File: config.mk
export PLATFORM = sky130hd
export DESIGN_NAME = bpred_top
export DESIGN_NICKNAME = d
export VERILOG_FILES = /design/src/verilog/bpred_pkg.sv /design/src/verilog/bpred_top.sv /design/src/verilog/bpred_pc_gen.sv /design/src/verilog/bpu.sv /design/src/verilog/btb.sv /design/src/verilog/gshare.sv
export SDC_FILE = /design/constraint.sdc
export NUM_CORES = 1
export LEC_CHECK = 0
export BUFFER_PORTS_ARGS = -buffer_cell sky130_fd_sc_hd__buf_2
export CORE_MARGIN = 2
export CORE_UTILIZATION = 56
export DETAILED_ROUTE_END_ITERATION = 8
export PLACE_DENSITY_LB_ADDON = 0.08
export RECOVER_POWER = 100
export SKIP_LAST_GASP = 1
export SYNTH_ARGS = -nofsm -noshare
export SYNTH_HDL_FRONTEND = slang
export SYNTH_SLANG_ARGS = --single-unit
File: constraint.sdc
create_clock -name clk_i -period 3.1 [get_ports clk_i]
set_input_delay 0.31 -clock clk_i [delete_from_list [all_inputs] [get_ports clk_i]]
set_output_delay 0.31 -clock clk_i [all_outputs]
set_load 0.05 [all_outputs]
File: src/verilog/bpred_pkg.sv
package bpred_pkg;

  // Address width of the core
  localparam int unsigned XLEN = 32;

  // Low PC bits that are always zero
  // 32-bit instructions only, so the two LSBs carry no information
  localparam int unsigned OFFSET = 2;

  // Two-bit saturating counter states
  // MSB set means the branch is predicted taken
  typedef enum logic [1:0] {
    SNT = 2'b00,  // Strongly not taken
    WNT = 2'b01,  // Weakly not taken
    WT  = 2'b10,  // Weakly taken
    ST  = 2'b11   // Strongly taken
  } c2b_t;

endpackage
File: src/verilog/bpred_top.sv
module bpred_top #(
  parameter int unsigned                HLEN     = 4,
  parameter int unsigned                BTB_BITS = 4,
  parameter bpred_pkg::c2b_t            INIT_C2B = bpred_pkg::WNT,
  parameter logic [bpred_pkg::XLEN-1:0] BOOT_PC  = '0
) (
  input  logic                       clk_i,
  input  logic                       arst_n_i,
  input  logic                       res_valid_i,
  input  logic [bpred_pkg::XLEN-1:0] res_pc_i,
  input  logic [bpred_pkg::XLEN-1:0] res_target_i,
  input  logic                       res_taken_i,
  input  logic                       res_mispredict_i,
  input  logic                       fetch_ready_i,
  output logic                       fetch_valid_o,
  output logic [bpred_pkg::XLEN-1:0] fetch_pc_o,
  output logic                       pred_taken_o,
  output logic [bpred_pkg::XLEN-1:0] pred_target_o
);

  // PC generator, fed back with the prediction for its own PC
  bpred_pc_gen #(
    .BOOT_PC(BOOT_PC)
  ) u_pc_gen (
    .clk_i           (clk_i),
    .arst_n_i        (arst_n_i),
    .fetch_ready_i   (fetch_ready_i),
    .pred_taken_i    (pred_taken_o),
    .pred_target_i   (pred_target_o),
    .res_valid_i     (res_valid_i),
    .res_pc_i        (res_pc_i),
    .res_target_i    (res_target_i),
    .res_taken_i     (res_taken_i),
    .res_mispredict_i(res_mispredict_i),
    .fetch_valid_o   (fetch_valid_o),
    .curr_pc_o       (fetch_pc_o)
  );

  // Prediction looked up from the fetch PC in the same cycle
  bpu #(
    .HLEN    (HLEN),
    .BTB_BITS(BTB_BITS),
    .INIT_C2B(INIT_C2B)
  ) u_bpu (
    .clk_i           (clk_i),
    .arst_n_i        (arst_n_i),
    .curr_pc_i       (fetch_pc_o),
    .res_valid_i     (res_valid_i),
    .res_pc_i        (res_pc_i),
    .res_target_i    (res_target_i),
    .res_taken_i     (res_taken_i),
    .res_mispredict_i(res_mispredict_i),
    .pred_taken_o    (pred_taken_o),
    .pred_target_o   (pred_target_o)
  );

endmodule

File: src/verilog/bpred_pc_gen.sv
module bpred_pc_gen #(
  parameter logic [bpred_pkg::XLEN-1:0] BOOT_PC = '0
) (
  input  logic                       clk_i,
  input  logic                       arst_n_i,
  input  logic                       fetch_ready_i,
  input  logic                       pred_taken_i,
  input  logic [bpred_pkg::XLEN-1:0] pred_target_i,
  input  logic                       res_valid_i,
  input  logic [bpred_pkg::XLEN-1:0] res_pc_i,
  input  logic [bpred_pkg::XLEN-1:0] res_target_i,
  input  logic                       res_taken_i,
  input  logic                       res_mispredict_i,
  output logic                       fetch_valid_o,
  output logic [bpred_pkg::XLEN-1:0] curr_pc_o
);

  import bpred_pkg::*;

  // Byte distance to the next sequential instruction
  localparam logic [XLEN-1:0] INSTR_BYTES = XLEN'(1 << OFFSET);

  logic            valid_q;
  logic [XLEN-1:0] pc_q;
  logic [XLEN-1:0] pc_d;
  logic            redirect;
  logic            fetch_fire;

  // Branch unit overrides everything, even a stalled fetch
  assign redirect   = res_valid_i & res_mispredict_i;

  // Address handed over to fetch this cycle
  assign fetch_fire = valid_q & fetch_ready_i;

  // Next PC priority: redirect, prediction, sequential, hold
  always_comb begin
    pc_d = pc_q;
    if (redirect) begin
      pc_d = res_taken_i ? res_target_i : res_pc_i + INSTR_BYTES;
    end else if (fetch_fire) begin
      pc_d = pred_taken_i ? pred_target_i : pc_q + INSTR_BYTES;
    end
  end

  // PC register and valid flag
  // valid goes high on the first edge after reset and stays there
  always_ff @(posedge clk_i or negedge arst_n_i) begin
    if (!arst_n_i) begin
      valid_q <= 1'b0;
      pc_q    <= BOOT_PC;
    end else begin
      valid_q <= 1'b1;
      pc_q    <= pc_d;
    end
  end

  assign fetch_valid_o = valid_q;
  assign curr_pc_o     = pc_q;

endmodule

File: src/verilog/bpu.sv
module bpu #(
  parameter int unsigned     HLEN     = 4,
  parameter int unsigned     BTB_BITS = 4,
  parameter bpred_pkg::c2b_t INIT_C2B = bpred_pkg::WNT
) (
  input  logic                       clk_i,
  input  logic                       arst_n_i,
  input  logic [bpred_pkg::XLEN-1:0] curr_pc_i,
  input  logic                       res_valid_i,
  input  logic [bpred_pkg::XLEN-1:0] res_pc_i,
  input  logic [bpred_pkg::XLEN-1:0] res_target_i,
  input  logic                       res_taken_i,
  input  logic                       res_mispredict_i,
  output logic                       pred_taken_o,
  output logic [bpred_pkg::XLEN-1:0] pred_target_o
);

  import bpred_pkg::*;

  // Direction and target lookups
  logic                   gshare_taken;
  logic                   btb_hit;
  logic [XLEN-OFFSET-1:0] btb_target;

  // BTB control derived from the resolution
  logic                   btb_update;
  logic                   btb_del_entry;

  gshare #(
    .HLEN    (HLEN),
    .INIT_C2B(INIT_C2B)
  ) u_gshare (
    .clk_i      (clk_i),
    .arst_n_i   (arst_n_i),
    .curr_pc_i  (curr_pc_i),
    .res_valid_i(res_valid_i),
    .res_pc_i   (res_pc_i),
    .res_taken_i(res_taken_i),
    .taken_o    (gshare_taken)
  );

  btb #(
    .BTB_BITS(BTB_BITS)
  ) u_btb (
    .clk_i       (clk_i),
    .arst_n_i    (arst_n_i),
    .curr_pc_i   (curr_pc_i),
    .valid_i     (btb_update),
    .del_entry_i (btb_del_entry),
    .res_pc_i    (res_pc_i),
    .res_target_i(res_target_i),
    .hit_o       (btb_hit),
    .target_o    (btb_target)
  );

  // Taken branches allocate, not-taken mispredicts evict
  assign btb_update    = res_valid_i & res_taken_i;
  assign btb_del_entry = res_valid_i & res_mispredict_i & ~res_taken_i;

  // No target known means fall through
  assign pred_taken_o  = gshare_taken & btb_hit;
  assign pred_target_o = {btb_target, {OFFSET{1'b0}}};

endmodule

File: src/verilog/btb.sv
module btb #(
  parameter int unsigned BTB_BITS = 4
) (
  input  logic                                         clk_i,
  input  logic                                         arst_n_i,
  input  logic [bpred_pkg::XLEN-1:0]                   curr_pc_i,
  input  logic                                         valid_i,
  input  logic                                         del_entry_i,
  input  logic [bpred_pkg::XLEN-1:0]                   res_pc_i,
  input  logic [bpred_pkg::XLEN-1:0]                   res_target_i,
  output logic                                         hit_o,
  output logic [bpred_pkg::XLEN-bpred_pkg::OFFSET-1:0] target_o
);

  import bpred_pkg::*;

  // Number of entries and width of the stored tag
  localparam int unsigned BTB_ROWS = 2 ** BTB_BITS;
  localparam int unsigned TAG_W    = XLEN - BTB_BITS - OFFSET;

  // Entry storage
  logic                   valid_q  [BTB_ROWS];
  logic [TAG_W-1:0]       tag_q    [BTB_ROWS];
  logic [XLEN-OFFSET-1:0] target_q [BTB_ROWS];

  // Lookup fields from the fetch PC
  logic [BTB_BITS-1:0]    rd_idx;
  logic [TAG_W-1:0]       rd_tag;

  // Update fields from the resolved PC
  logic [BTB_BITS-1:0]    wr_idx;
  logic [TAG_W-1:0]       wr_tag;
  logic                   wr_tag_match;

  assign rd_idx = curr_pc_i[BTB_BITS+OFFSET-1:OFFSET];
  assign rd_tag = curr_pc_i[XLEN-1:BTB_BITS+OFFSET];
  assign wr_idx = res_pc_i[BTB_BITS+OFFSET-1:OFFSET];
  assign wr_tag = res_pc_i[XLEN-1:BTB_BITS+OFFSET];

  // Only the branch that owns the entry may remove it
  assign wr_tag_match = tag_q[wr_idx] == wr_tag;

  // Hit needs a live entry with the same tag
  assign hit_o    = valid_q[rd_idx] && (tag_q[rd_idx] == rd_tag);
  assign target_o = target_q[rd_idx];

  // Valid bits cleared on reset
  always_ff @(posedge clk_i or negedge arst_n_i) begin
    if (!arst_n_i) begin
      for (int i = 0; i < BTB_ROWS; i++) begin
        valid_q[i] <= 1'b0;
      end
    end else if (valid_i) begin
      valid_q[wr_idx] <= 1'b1;
    end else if (del_entry_i && wr_tag_match) begin
      // Not-taken mispredict drops the entry
      valid_q[wr_idx] <= 1'b0;
    end
  end

  // Tag and target payload
  // Written on every taken resolution
  always_ff @(posedge clk_i) begin
    if (valid_i) begin
      tag_q[wr_idx]    <= wr_tag;
      target_q[wr_idx] <= res_target_i[XLEN-1:OFFSET];
    end
  end

endmodule

File: src/verilog/gshare.sv
module gshare #(
  parameter int unsigned      HLEN     = 4,
  parameter bpred_pkg::c2b_t  INIT_C2B = bpred_pkg::WNT
) (
  input  logic                       clk_i,
  input  logic                       arst_n_i,
  input  logic [bpred_pkg::XLEN-1:0] curr_pc_i,
  input  logic                       res_valid_i,
  input  logic [bpred_pkg::XLEN-1:0] res_pc_i,
  input  logic                       res_taken_i,
  output logic                       taken_o
);

  import bpred_pkg::*;

  // One counter per history/PC combination
  localparam int unsigned PHT_SIZE = 2 ** HLEN;

  // Global history, newest outcome in bit 0
  logic [HLEN-1:0] hist_q;

  // Pattern history table
  c2b_t            pht_q [PHT_SIZE];

  // Lookup and update indices
  logic [HLEN-1:0] rd_idx;
  logic [HLEN-1:0] wr_idx;
  c2b_t            rd_cnt;

  // Saturating step toward the resolved direction
  function automatic c2b_t c2b_step(input c2b_t cnt, input logic taken);
    c2b_t nxt;
    nxt = cnt;
    case (cnt)
      SNT:     nxt = taken ? WNT : SNT;
      WNT:     nxt = taken ? WT  : SNT;
      WT:      nxt = taken ? ST  : WNT;
      ST:      nxt = taken ? ST  : WT;
      default: nxt = cnt;
    endcase
    return nxt;
  endfunction

  // Fetch side: PC bits above the offset hashed with history
  assign rd_idx = curr_pc_i[HLEN+OFFSET-1:OFFSET] ^ hist_q;
  assign rd_cnt = pht_q[rd_idx];

  // Resolve side uses the history as it stands before the shift
  assign wr_idx = res_pc_i[HLEN+OFFSET-1:OFFSET] ^ hist_q;

  // Taken when the counter sits in either taken state
  assign taken_o = (rd_cnt == WT) || (rd_cnt == ST);

  // History register
  always_ff @(posedge clk_i or negedge arst_n_i) begin
    if (!arst_n_i) begin
      hist_q <= '0;
    end else if (res_valid_i) begin
      // Shift in the resolved outcome
      hist_q <= {hist_q[HLEN-2:0], res_taken_i};
    end
  end

  // Counter table
  // All counters start from the same configurable state
  always_ff @(posedge clk_i or negedge arst_n_i) begin
    if (!arst_n_i) begin
      for (int i = 0; i < PHT_SIZE; i++) begin
        pht_q[i] <= INIT_C2B;
      end
    end else if (res_valid_i) begin
      pht_q[wr_idx] <= c2b_step(pht_q[wr_idx], res_taken_i);
    end
  end

endmodule

==> results of run 1 <==
-- cell usage in the layout (no fill, tap or decap), types with 14 or more instances in the layout --
cell and count:
sky130_fd_sc_hd__nand2_1 75, sky130_fd_sc_hd__o21ai_1 33, sky130_fd_sc_hd__a22oi_1 28, sky130_fd_sc_hd__mux2i_1 71, sky130_fd_sc_hd__buf_6 31, sky130_fd_sc_hd__nor2_1 53
sky130_fd_sc_hd__buf_12 41, sky130_fd_sc_hd__dfstp_2 16, sky130_fd_sc_hd__nand3_1 36, sky130_fd_sc_hd__mux2_2 53, sky130_fd_sc_hd__dfrtp_1 66, sky130_fd_sc_hd__nand4_1 22
sky130_fd_sc_hd__xor2_1 43, sky130_fd_sc_hd__clkbuf_16 100, sky130_fd_sc_hd__o21ai_0 51, sky130_fd_sc_hd__mux4_2 388, sky130_fd_sc_hd__o22ai_1 17, sky130_fd_sc_hd__inv_1 20
sky130_fd_sc_hd__clkinv_1 14, sky130_fd_sc_hd__dlygate4sd3_1 19, sky130_fd_sc_hd__buf_8 18, sky130_fd_sc_hd__edfxtp_1 896, sky130_fd_sc_hd__clkbuf_1 144, sky130_fd_sc_hd__clkbuf_2 16
sky130_fd_sc_hd__xnor2_1 69, sky130_fd_sc_hd__nand2b_1 19, sky130_fd_sc_hd__buf_4 255, sky130_fd_sc_hd__buf_16 23
-- power groups by stage --
| stage | Sequential (uW) | Combinational (uW) | Clock, uW |
|---|---|---|---|
| floorplan | 15700 | 4850 | 0 |
| global route | 15400 | 9770 | 13000 |
| CTS | 15300 | 9280 | 12500 |
| global placement | 15600 | 8010 | 0 |
| finish | 15400 | 9460 | 12400 |
| detailed placement | 15600 | 8060 | 0 |
-- worst paths after layout --
check,cells past startpoint,start,to
min reg2reg,1,register,register
max in group asynchronous,3,arst_n_i,u_pc_gen.curr_pc_o[2]
max,12,u_pc_gen.curr_pc_o[2],pred_taken_o
max reg2reg,16,u_pc_gen.curr_pc_o[2],u_pc_gen.curr_pc_o[13]
min in group asynchronous,2,arst_n_i,u_pc_gen.curr_pc_o[4]
min,3,res_taken_i,u_bpu.u_gshare.hist_q[0]
-- stage by stage --
step           TNS (ns)  cell area, sq um  setup WS (ns)
2_1_floorplan    -8.575             43980        -0.4271
3_3_place_gp     -32.93             48190        -0.8831
3_5_place_dp     -31.08             48190        -0.7877
4_1_cts          -36.36             53450         -1.124
5_1_grt          -55.06             53030         -1.252
6_report         -38.24             53030         -1.160
-- layout make-up --
cell class / instances / area, sq um / share of cell area
Antenna cell: 1 / 2.502 / 0.00004719
Clock buffer: 133 / 2690 / 0.05073
Clock inverter: 51 / 710.7 / 0.01340
Inverter: 22 / 87.58 / 0.001652
Multi-Input combinational cell: 1120 / 14130 / 0.2665
Sequential cell: 981 / 29060 / 0.5481
Tap cell: 1040 / 1301 / 0.02454
Timing Repair Buffer: 550 / 5039 / 0.09501
-- critical path: cells and delay by family (launching register included) --
family,cells,cell delay [ns]
flops,1,0.51
compound gates,1,0.32
xor+xnor,1,0.21
buf+inv,5,0.69
mux,2,0.64
simple gates,3,0.90
-- metal layers --
| metal | global-route usage | routed length (um) | up-vias |
|---|---|---|---|
| met5 | 0 | 11 | - |
| met1 | 0.4834 | 50380 | 14010 |
| met3 | 0.06514 | 14960 | 291 |
| met2 | 0.5383 | 64890 | 1829 |
| met4 | 0.1235 | 5507 | 2 |
| li1 | - | - | 10470 |
-- registers in the layout, summed over array words and instances (netlist names), named ones only --
name / flops
u_bpu.u_btb.tag_q: 416
u_bpu.u_gshare.pht_q: 32
u_bpu.u_btb.target_q: 480
u_bpu.u_gshare.hist_q: 4
u_pc_gen.fetch_valid_o: 1
u_pc_gen.curr_pc_o: 32
-- kinds of logic after synthesis --
group,after synthesis
flip-flops,981
multiplexers,521
AND/OR/NAND/NOR,274
AO/OA/AOI/OAI,194
buffers and inverters,166
XOR/XNOR,121
adder cells (fa/ha/maj),7
other,2
-- timing repair --
action                                 in CTS  in global routing
gates resized for setup                   160                 38
hold buffers                               19                  0
gates cloned                               22                  0
setup buffers                              53                 11
endpoints found under the hold margin     178                  0
setup endpoints to repair                  78                 79
pin swaps                                  11                  5
==> results.txt, run 1 <==
----------------------------------------------------
[Timing]
  Worst hold margin ... 0.1357 ns
  Hold Violations, Final ... 0
  Setup-violating endpoint count in the final report ... 68
  Transition time at the pin with the least slew margin ... between 2 and 2.5 ns
  Setup repair after global routing missed its margin ... yes
  Relative slew slack ... -0.3824
  Highest Clock Rate ... 234.7 MHz
  Minimum setup slack in the final design ... -1.160 ns
  Worst Skew ... about 0.029 ns
  Crit share post-route ... 1.374
  Slew Viols, Final ... between 400 and 500
  Post-route minimum period ... 4.260 ns

[GRT]
  Antenna violations before repair ... 3
  Gr usage total ... 0.3413
  First-pass GRT wire length ... approximately 190,000 um
  Via count of the first global-routing pass ... between 20,000 and 30,000
  Pin count of the biggest net entering global routing ... 63
  Global-route congestion overflow total ... 0

[Power and ir drop]
  Max IR drop VDD ... 0.0007358 V
  Overall power after layout ... approximately 37,000 uW
  Clock Power Share ... 0.334
  Logic pwr share ... 0.254
  Power density over the cells ... 702.2 mW/mm^2
  Switching component of the power ... 10,580 uW
  Reported leakage power ... ~0.018 uW
  Cell-internal power ... 26,660 uW
  Switching part of the total ... 0.2841
  Reg power frac ... 0.412

[Cells and area]
  Filler-free cell count of the finished design ... 3,898
  Final-stage net count ... 2,850
  Share of final-layout standard cells stronger than drive strength 1 ... 0.3721
  End-of-flow core utilization ... 0.6857
  Layout fillers ... approximately 5,100
  Synthesis-to-finish area growth ... 21.40%

[Yosys]
  Netlist area before placement ... around 0.044 sq mm
  Multiplexer area fraction after synthesis ... 0.2321
  Synthesized area per cell ... 19.28 sq um
  Largest area contributor in the synthesized netlist ... sky130_fd_sc_hd__edfxtp_1
  Portion of the post-synthesis area used by sequential elements ... 0.6651
  Share of flip-flops with an asynchronous set or reset ... 0.08665
  Synth top area share ... 0.6159
  Warning count from the yosys run ... 0
  Flip-flop and latch count after synthesis ... approximately 980
  Adder-Cell Fraction of Synth Area ... 0.001890
  Share of the synthesized area in compound gates (AO/OA/AOI/OAI) ... 0.02830
  Count of cell types in the netlist ... 61
  Most numerous cell in the Yosys netlist ... sky130_fd_sc_hd__edfxtp_1
  Top cells by count, synth ... sky130_fd_sc_hd__edfxtp_1, sky130_fd_sc_hd__mux4_2, sky130_fd_sc_hd__mux2i_1
  Cell types occupying the most area after synthesis ... sky130_fd_sc_hd__edfxtp_1, sky130_fd_sc_hd__mux4_2, sky130_fd_sc_hd__dfrtp_1
  Number of enable flip-flop cells after synthesis ... 896
  Area share of xor/xnor cells in the synthesized design ... 0.02426
  Ys flop type ... sky130_fd_sc_hd__edfxtp_1
  Number of cells produced by synthesis ... ~2,300
  Main combinational cell family by area after synthesis ... multiplexers
  Synth Area in Simple Gates ... 0.03088

[Clock tree]
  TritonCTS clock tree ... yes
  Clock transition time at the flip-flop clock pins of the worst setup and hold paths ... about 0.06 ns
  Clk buf depth ... 3
  Num Clock Sinks ... around 980
  Cell at the root of the clock tree ... sky130_fd_sc_hd__clkbuf_16
  Deepest level of the CTS H-tree ... 3
  Clk_lat worst skew ... between 0.6 and 0.7 ns
  Clock buffers created by TritonCTS ... 100

[Floorplan]
  Starting utilization of the core area ... 0.5648
  Die width ... approximately 280 um
  Vertical extent of the die ... roughly 280 um
  Die area ... between 0.08 and 0.09 sq mm
  FP Rows ... 102
  Core Footprint ... slightly below 0.08 sq mm
  Count of boundary I/O pins ... roughly 140

[Run status]
  Status ... complete, but fails checks
  Violated checks ... capacitance limit, slew limit, setup timing

[Routing]
  DRC ... 0
  Per-cell via count in the routed design ... between 6 and 7
  Routed Antenna Nets ... 0
  Initial drt markers ... 3,700
  First-pass iteration count of the detailed router ... 5
  Total Wirelength ... 135,700 um
  WL per Instance ... 34.83 um
  Routed vias ... between 20,000 and 30,000

[Worst setup path]
  Worst-path cell chain ... buf_12 -> buf_12 -> buf_12 -> mux4_2 -> mux2i_1 -> xor2_1 -> nand2_1 -> o41ai_2 -> nand4_1 -> or4_4 -> clkinvlp_4 -> buf_8
  Required time reported for the critical path endpoint ... 2.79 ns
  Largest fanout of any net on the critical path ... 5
  Cell repeated most along the worst path ... sky130_fd_sc_hd__buf_12
  Endpoint kind of the worst setup timing path ... output pin
  Crit-path slowest cell ... sky130_fd_sc_hd__or4_4
  Crit-path max cell delay ... 0.67 ns
  Critical Path Start Type ... register
  Setup slack of the most critical reg-to-reg path ... -0.93 ns
  Worst EP arrival ... 3.95 ns
  Crit path kind ... reg -> out

[Job]
  # Max-Cap Violations ... 17

[Placement]
  Count of input and output buffers ... about 130
  Number of placed instances, taps included ... between 3,000 and 4,000
  Total half-perimeter wirelength after legalization and detailed placement ... roughly 86,000 um
  Gpl congestion ... ~1

[Min path]
  Worst hold-check path type ... in -> reg

----------------------------------------------------
Note: power is estimated with default switching activity, not from simulation.
==> run 2, diff against run 1 <==
--- a/config.mk
+++ b/config.mk
@@ -11,7 +11,6 @@
 export DETAILED_ROUTE_END_ITERATION = 8
 export PLACE_DENSITY_LB_ADDON = 0.08
 export RECOVER_POWER = 100
-export SKIP_LAST_GASP = 1
 export SYNTH_ARGS = -nofsm -noshare
 export SYNTH_HDL_FRONTEND = slang
 export SYNTH_SLANG_ARGS = --single-unit
==> run 2 against run 1 <==
Register-to-register slack about the same. Wire length is essentially flat. Critical endpoint unchanged. Non-clock buffer count is 1 lower. Sequential power hardly changed. Cell count about the same. Highest routed layer unchanged. Largest cell class unchanged. Sequential cell count did not move. Hold slack got worse by 0.013 ns. Clock skew is 0.0021 ns higher. Utilization about the same. Worst setup slack worse by 0.024 ns. Global-route usage hardly changed. The run still ends with capacitance limit, slew limit, setup timing left.
==> results.txt, run 2 (same netlist as run 1, synthesis figures left out) <==
----------------------------------------------------
[Run status]
  Status ... complete, but fails checks
  Violated checks ... capacitance limit, slew limit, setup timing

[Floorplan]
  Starting utilization of the core area ... 0.5648
  Vertical extent of the die ... between 200 and 300 um
  Core Footprint ... 0.07734 sq mm
  Die width ... between 200 and 300 um
  Count of boundary I/O pins ... 136
  Die area ... around 0.08 sq mm
  FP Rows ... between 100 and 150

[Cells and area]
  Synthesis-to-finish area growth ... 21.43%
  Most used cells in the layout excluding fill and tap cells ... sky130_fd_sc_hd__edfxtp_1, sky130_fd_sc_hd__mux4_2, sky130_fd_sc_hd__buf_4
  Layout fillers ... ~5,100
  Largest register FFs ... 480
  Top register by number of flip-flops ... u_bpu.u_btb.target_q
  Most common cell after layout, fill and taps aside ... sky130_fd_sc_hd__edfxtp_1
  Final-stage net count ... roughly 2,800
  End-of-flow core utilization ... 0.6858
  Registers with the highest flip-flop counts ... u_bpu.u_btb.target_q x480, u_bpu.u_btb.tag_q x416
  Share of final-layout standard cells stronger than drive strength 1 ... 0.3729
  Post-Layout Inst Area ... around 0.053 sq mm

[Worst setup path]
  R2R Path Start ... u_pc_gen.curr_pc_o[2]
  Depth of the worst register-to-register path ... 16
  Required time reported for the critical path endpoint ... 2.79 ns
  Critical Path Start Type ... register
  Reg2reg end ... u_pc_gen.curr_pc_o[13]
  Largest fanout of any net on the critical path ... 5
  Worst EP arrival ... between 3 and 4 ns
  Endpoint kind of the worst setup timing path ... output pin
  Crit path kind ... reg -> out
  First element of the critical path ... u_pc_gen.curr_pc_o[2]
  Setup slack of the most critical reg-to-reg path ... -0.94 ns

[Clock tree]
  Clock transition time at the flip-flop clock pins of the worst setup and hold paths ... 0.06 ns
  Cell at the root of the clock tree ... sky130_fd_sc_hd__clkbuf_16
  Clk buf depth ... 3
  TritonCTS clock tree ... yes
  Clock buffers created by TritonCTS ... 100
  Num Clock Sinks ... 981
  Clk_lat worst skew ... slightly below 0.7 ns
  Deepest level of the CTS H-tree ... 3

[Routing]
  Routed vias ... approximately 27,000
  Per-cell via count in the routed design ... 6.836
  First-pass iteration count of the detailed router ... 9
  Initial drt markers ... between 3,000 and 4,000
  Routed Antenna Nets ... 0
  Total Wirelength ... 135,800 um
  DRC ... 0
  WL per Instance ... 34.84 um

[Power and ir drop]
  Switching component of the power ... roughly 11,000 uW
  Switching part of the total ... 0.2841
  Power density over the cells ... around 700 mW/mm^2
  Clock Power Share ... 0.334
  Logic pwr share ... 0.254
  Max IR drop VDD ... approximately 0.00073 V
  Reported leakage power ... ~0.018 uW
  Reg power frac ... 0.412
  Cell-internal power ... 26,650 uW

[Placement]
  Count of input and output buffers ... 133
  Total half-perimeter wirelength after legalization and detailed placement ... between 80,000 and 90,000 um
  Gpl congestion ... a little over 1
  Post-placement cell area ... 0.04819 sq mm
  Post-placement worst setup slack ... -0.7877 ns

[Min path]
  Worst Min Path Start ... res_taken_i
  Worst hold path endpoint ... u_bpu.u_gshare.hist_q[0]
  Worst hold path stage count ... 3
  Worst hold-check path type ... in -> reg

[Timing]
  Setup_tns ... -39.28 ns
  Highest Clock Rate ... about 230 MHz
  Setup repair after global routing missed its margin ... yes
  Minimum setup slack in the final design ... -1.184 ns
  Post-route minimum period ... ~4.3 ns
  Slew Viols, Final ... around 420
  Setup-violating endpoint count in the final report ... 90
  Hold Violations, Final ... 0
  Transition time at the pin with the least slew margin ... roughly 2.0 ns
  Worst Skew ... around 0.031 ns
  Crit share post-route ... 1.382
  Relative slew slack ... -0.3522

[GRT]
  Global-route congestion overflow total ... 0
  First-pass GRT wire length ... ~200,000 um
  Pin count of the biggest net entering global routing ... 63
  Antenna violations before repair ... 4
  Via count of the first global-routing pass ... about 27,000
  Gr usage total ... 0.3417

[Job]
  # Max-Cap Violations ... 17

----------------------------------------------------
[run 2: changes by cell type in the layout (fill, tap and decap cells not counted), sizes merged]
cell / before / now
clkbuf: 278 / 277
diode: 1 / 3
[run 2: worst max-delay path: stages, from the launching register on]
cell and delay (ns):
sky130_fd_sc_hd__dfrtp_4 0.51, sky130_fd_sc_hd__buf_12 0.16, sky130_fd_sc_hd__buf_12 0.14, sky130_fd_sc_hd__buf_12 0.12, sky130_fd_sc_hd__mux4_2 0.45, sky130_fd_sc_hd__mux2i_1 0.19
sky130_fd_sc_hd__xor2_1 0.21, sky130_fd_sc_hd__nand2_1 0.10, sky130_fd_sc_hd__o41ai_2 0.34, sky130_fd_sc_hd__nand4_1 0.14, sky130_fd_sc_hd__or4_4 0.67, sky130_fd_sc_hd__clkinvlp_4 0.13
sky130_fd_sc_hd__buf_8 0.14
[run 2: layout make-up]
| class | count | area, sq um | area share |
|---|---|---|---|
| clock inverter | 51 | 710.7 | 0.01340 |
| tap | 1040 | 1301 | 0.02453 |
| antenna | 3 | 7.507 | 0.0001415 |
| inverter | 22 | 87.58 | 0.001651 |
| multi-input combinational | 1120 | 14140 | 0.2666 |
| sequential | 981 | 29060 | 0.5480 |
| clock buffer | 133 | 2690 | 0.05072 |
| timing repair buffer | 549 | 5037 | 0.09497 |
[run 2: worst max path at each step]
stage | to | cells after the start
after global routing | pred_taken_o | 12
after detailed placement | pred_taken_o | 11
after CTS | pred_taken_o | 11
final | pred_taken_o | 12
after floorplan | pred_taken_o | 10
after global placement | pred_taken_o | 11
[run 2: power groups by stage]
| stage | Combinational, uW | Clock (uW) | Sequential (uW) |
|---|---|---|---|
| after CTS | 9300 | 12500 | 15300 |
| after detailed placement | 8060 | 0 | 15600 |
| after floorplan | 4850 | 0 | 15700 |
| after global placement | 8010 | 0 | 15600 |
| after global routing | 9770 | 13000 | 15400 |
| final | 9450 | 12400 | 15400 |
[run 2: through the flow]
| stage | power (uW) | hold WS [ns] | std cells |
|---|---|---|---|
| 2_1_floorplan | 20540 | 0.01441 | 2267 |
| 3_3_place_gp | 23580 | 0.3097 | 3615 |
| 3_5_place_dp | 23660 | 0.3017 | 3615 |
| 4_1_cts | 37160 | 0.001167 | 3888 |
| 5_1_grt | 38220 | 0.1433 | 3897 |
| 6_report | 37230 | 0.1226 | 3899 |
[run 2: layer usage]
layer  vias up  track usage  routed length, um
met5         -            0                 11
met4         2       0.1274               5732
met3       300      0.06586              14670
met2      1787       0.5356              64600
met1     14090       0.4848              50820
li1      10470            -                  -
[run 2: repair_timing]
action / 4_1_cts / 5_1_grt
setup endpoints to repair: 78 / 79
gates cloned: 22 / 0
hold buffers: 19 / 0
resized for setup: 164 / 37
setup buffers: 53 / 10
hold endpoints to repair: 178 / 0
pin swaps: 11 / 5
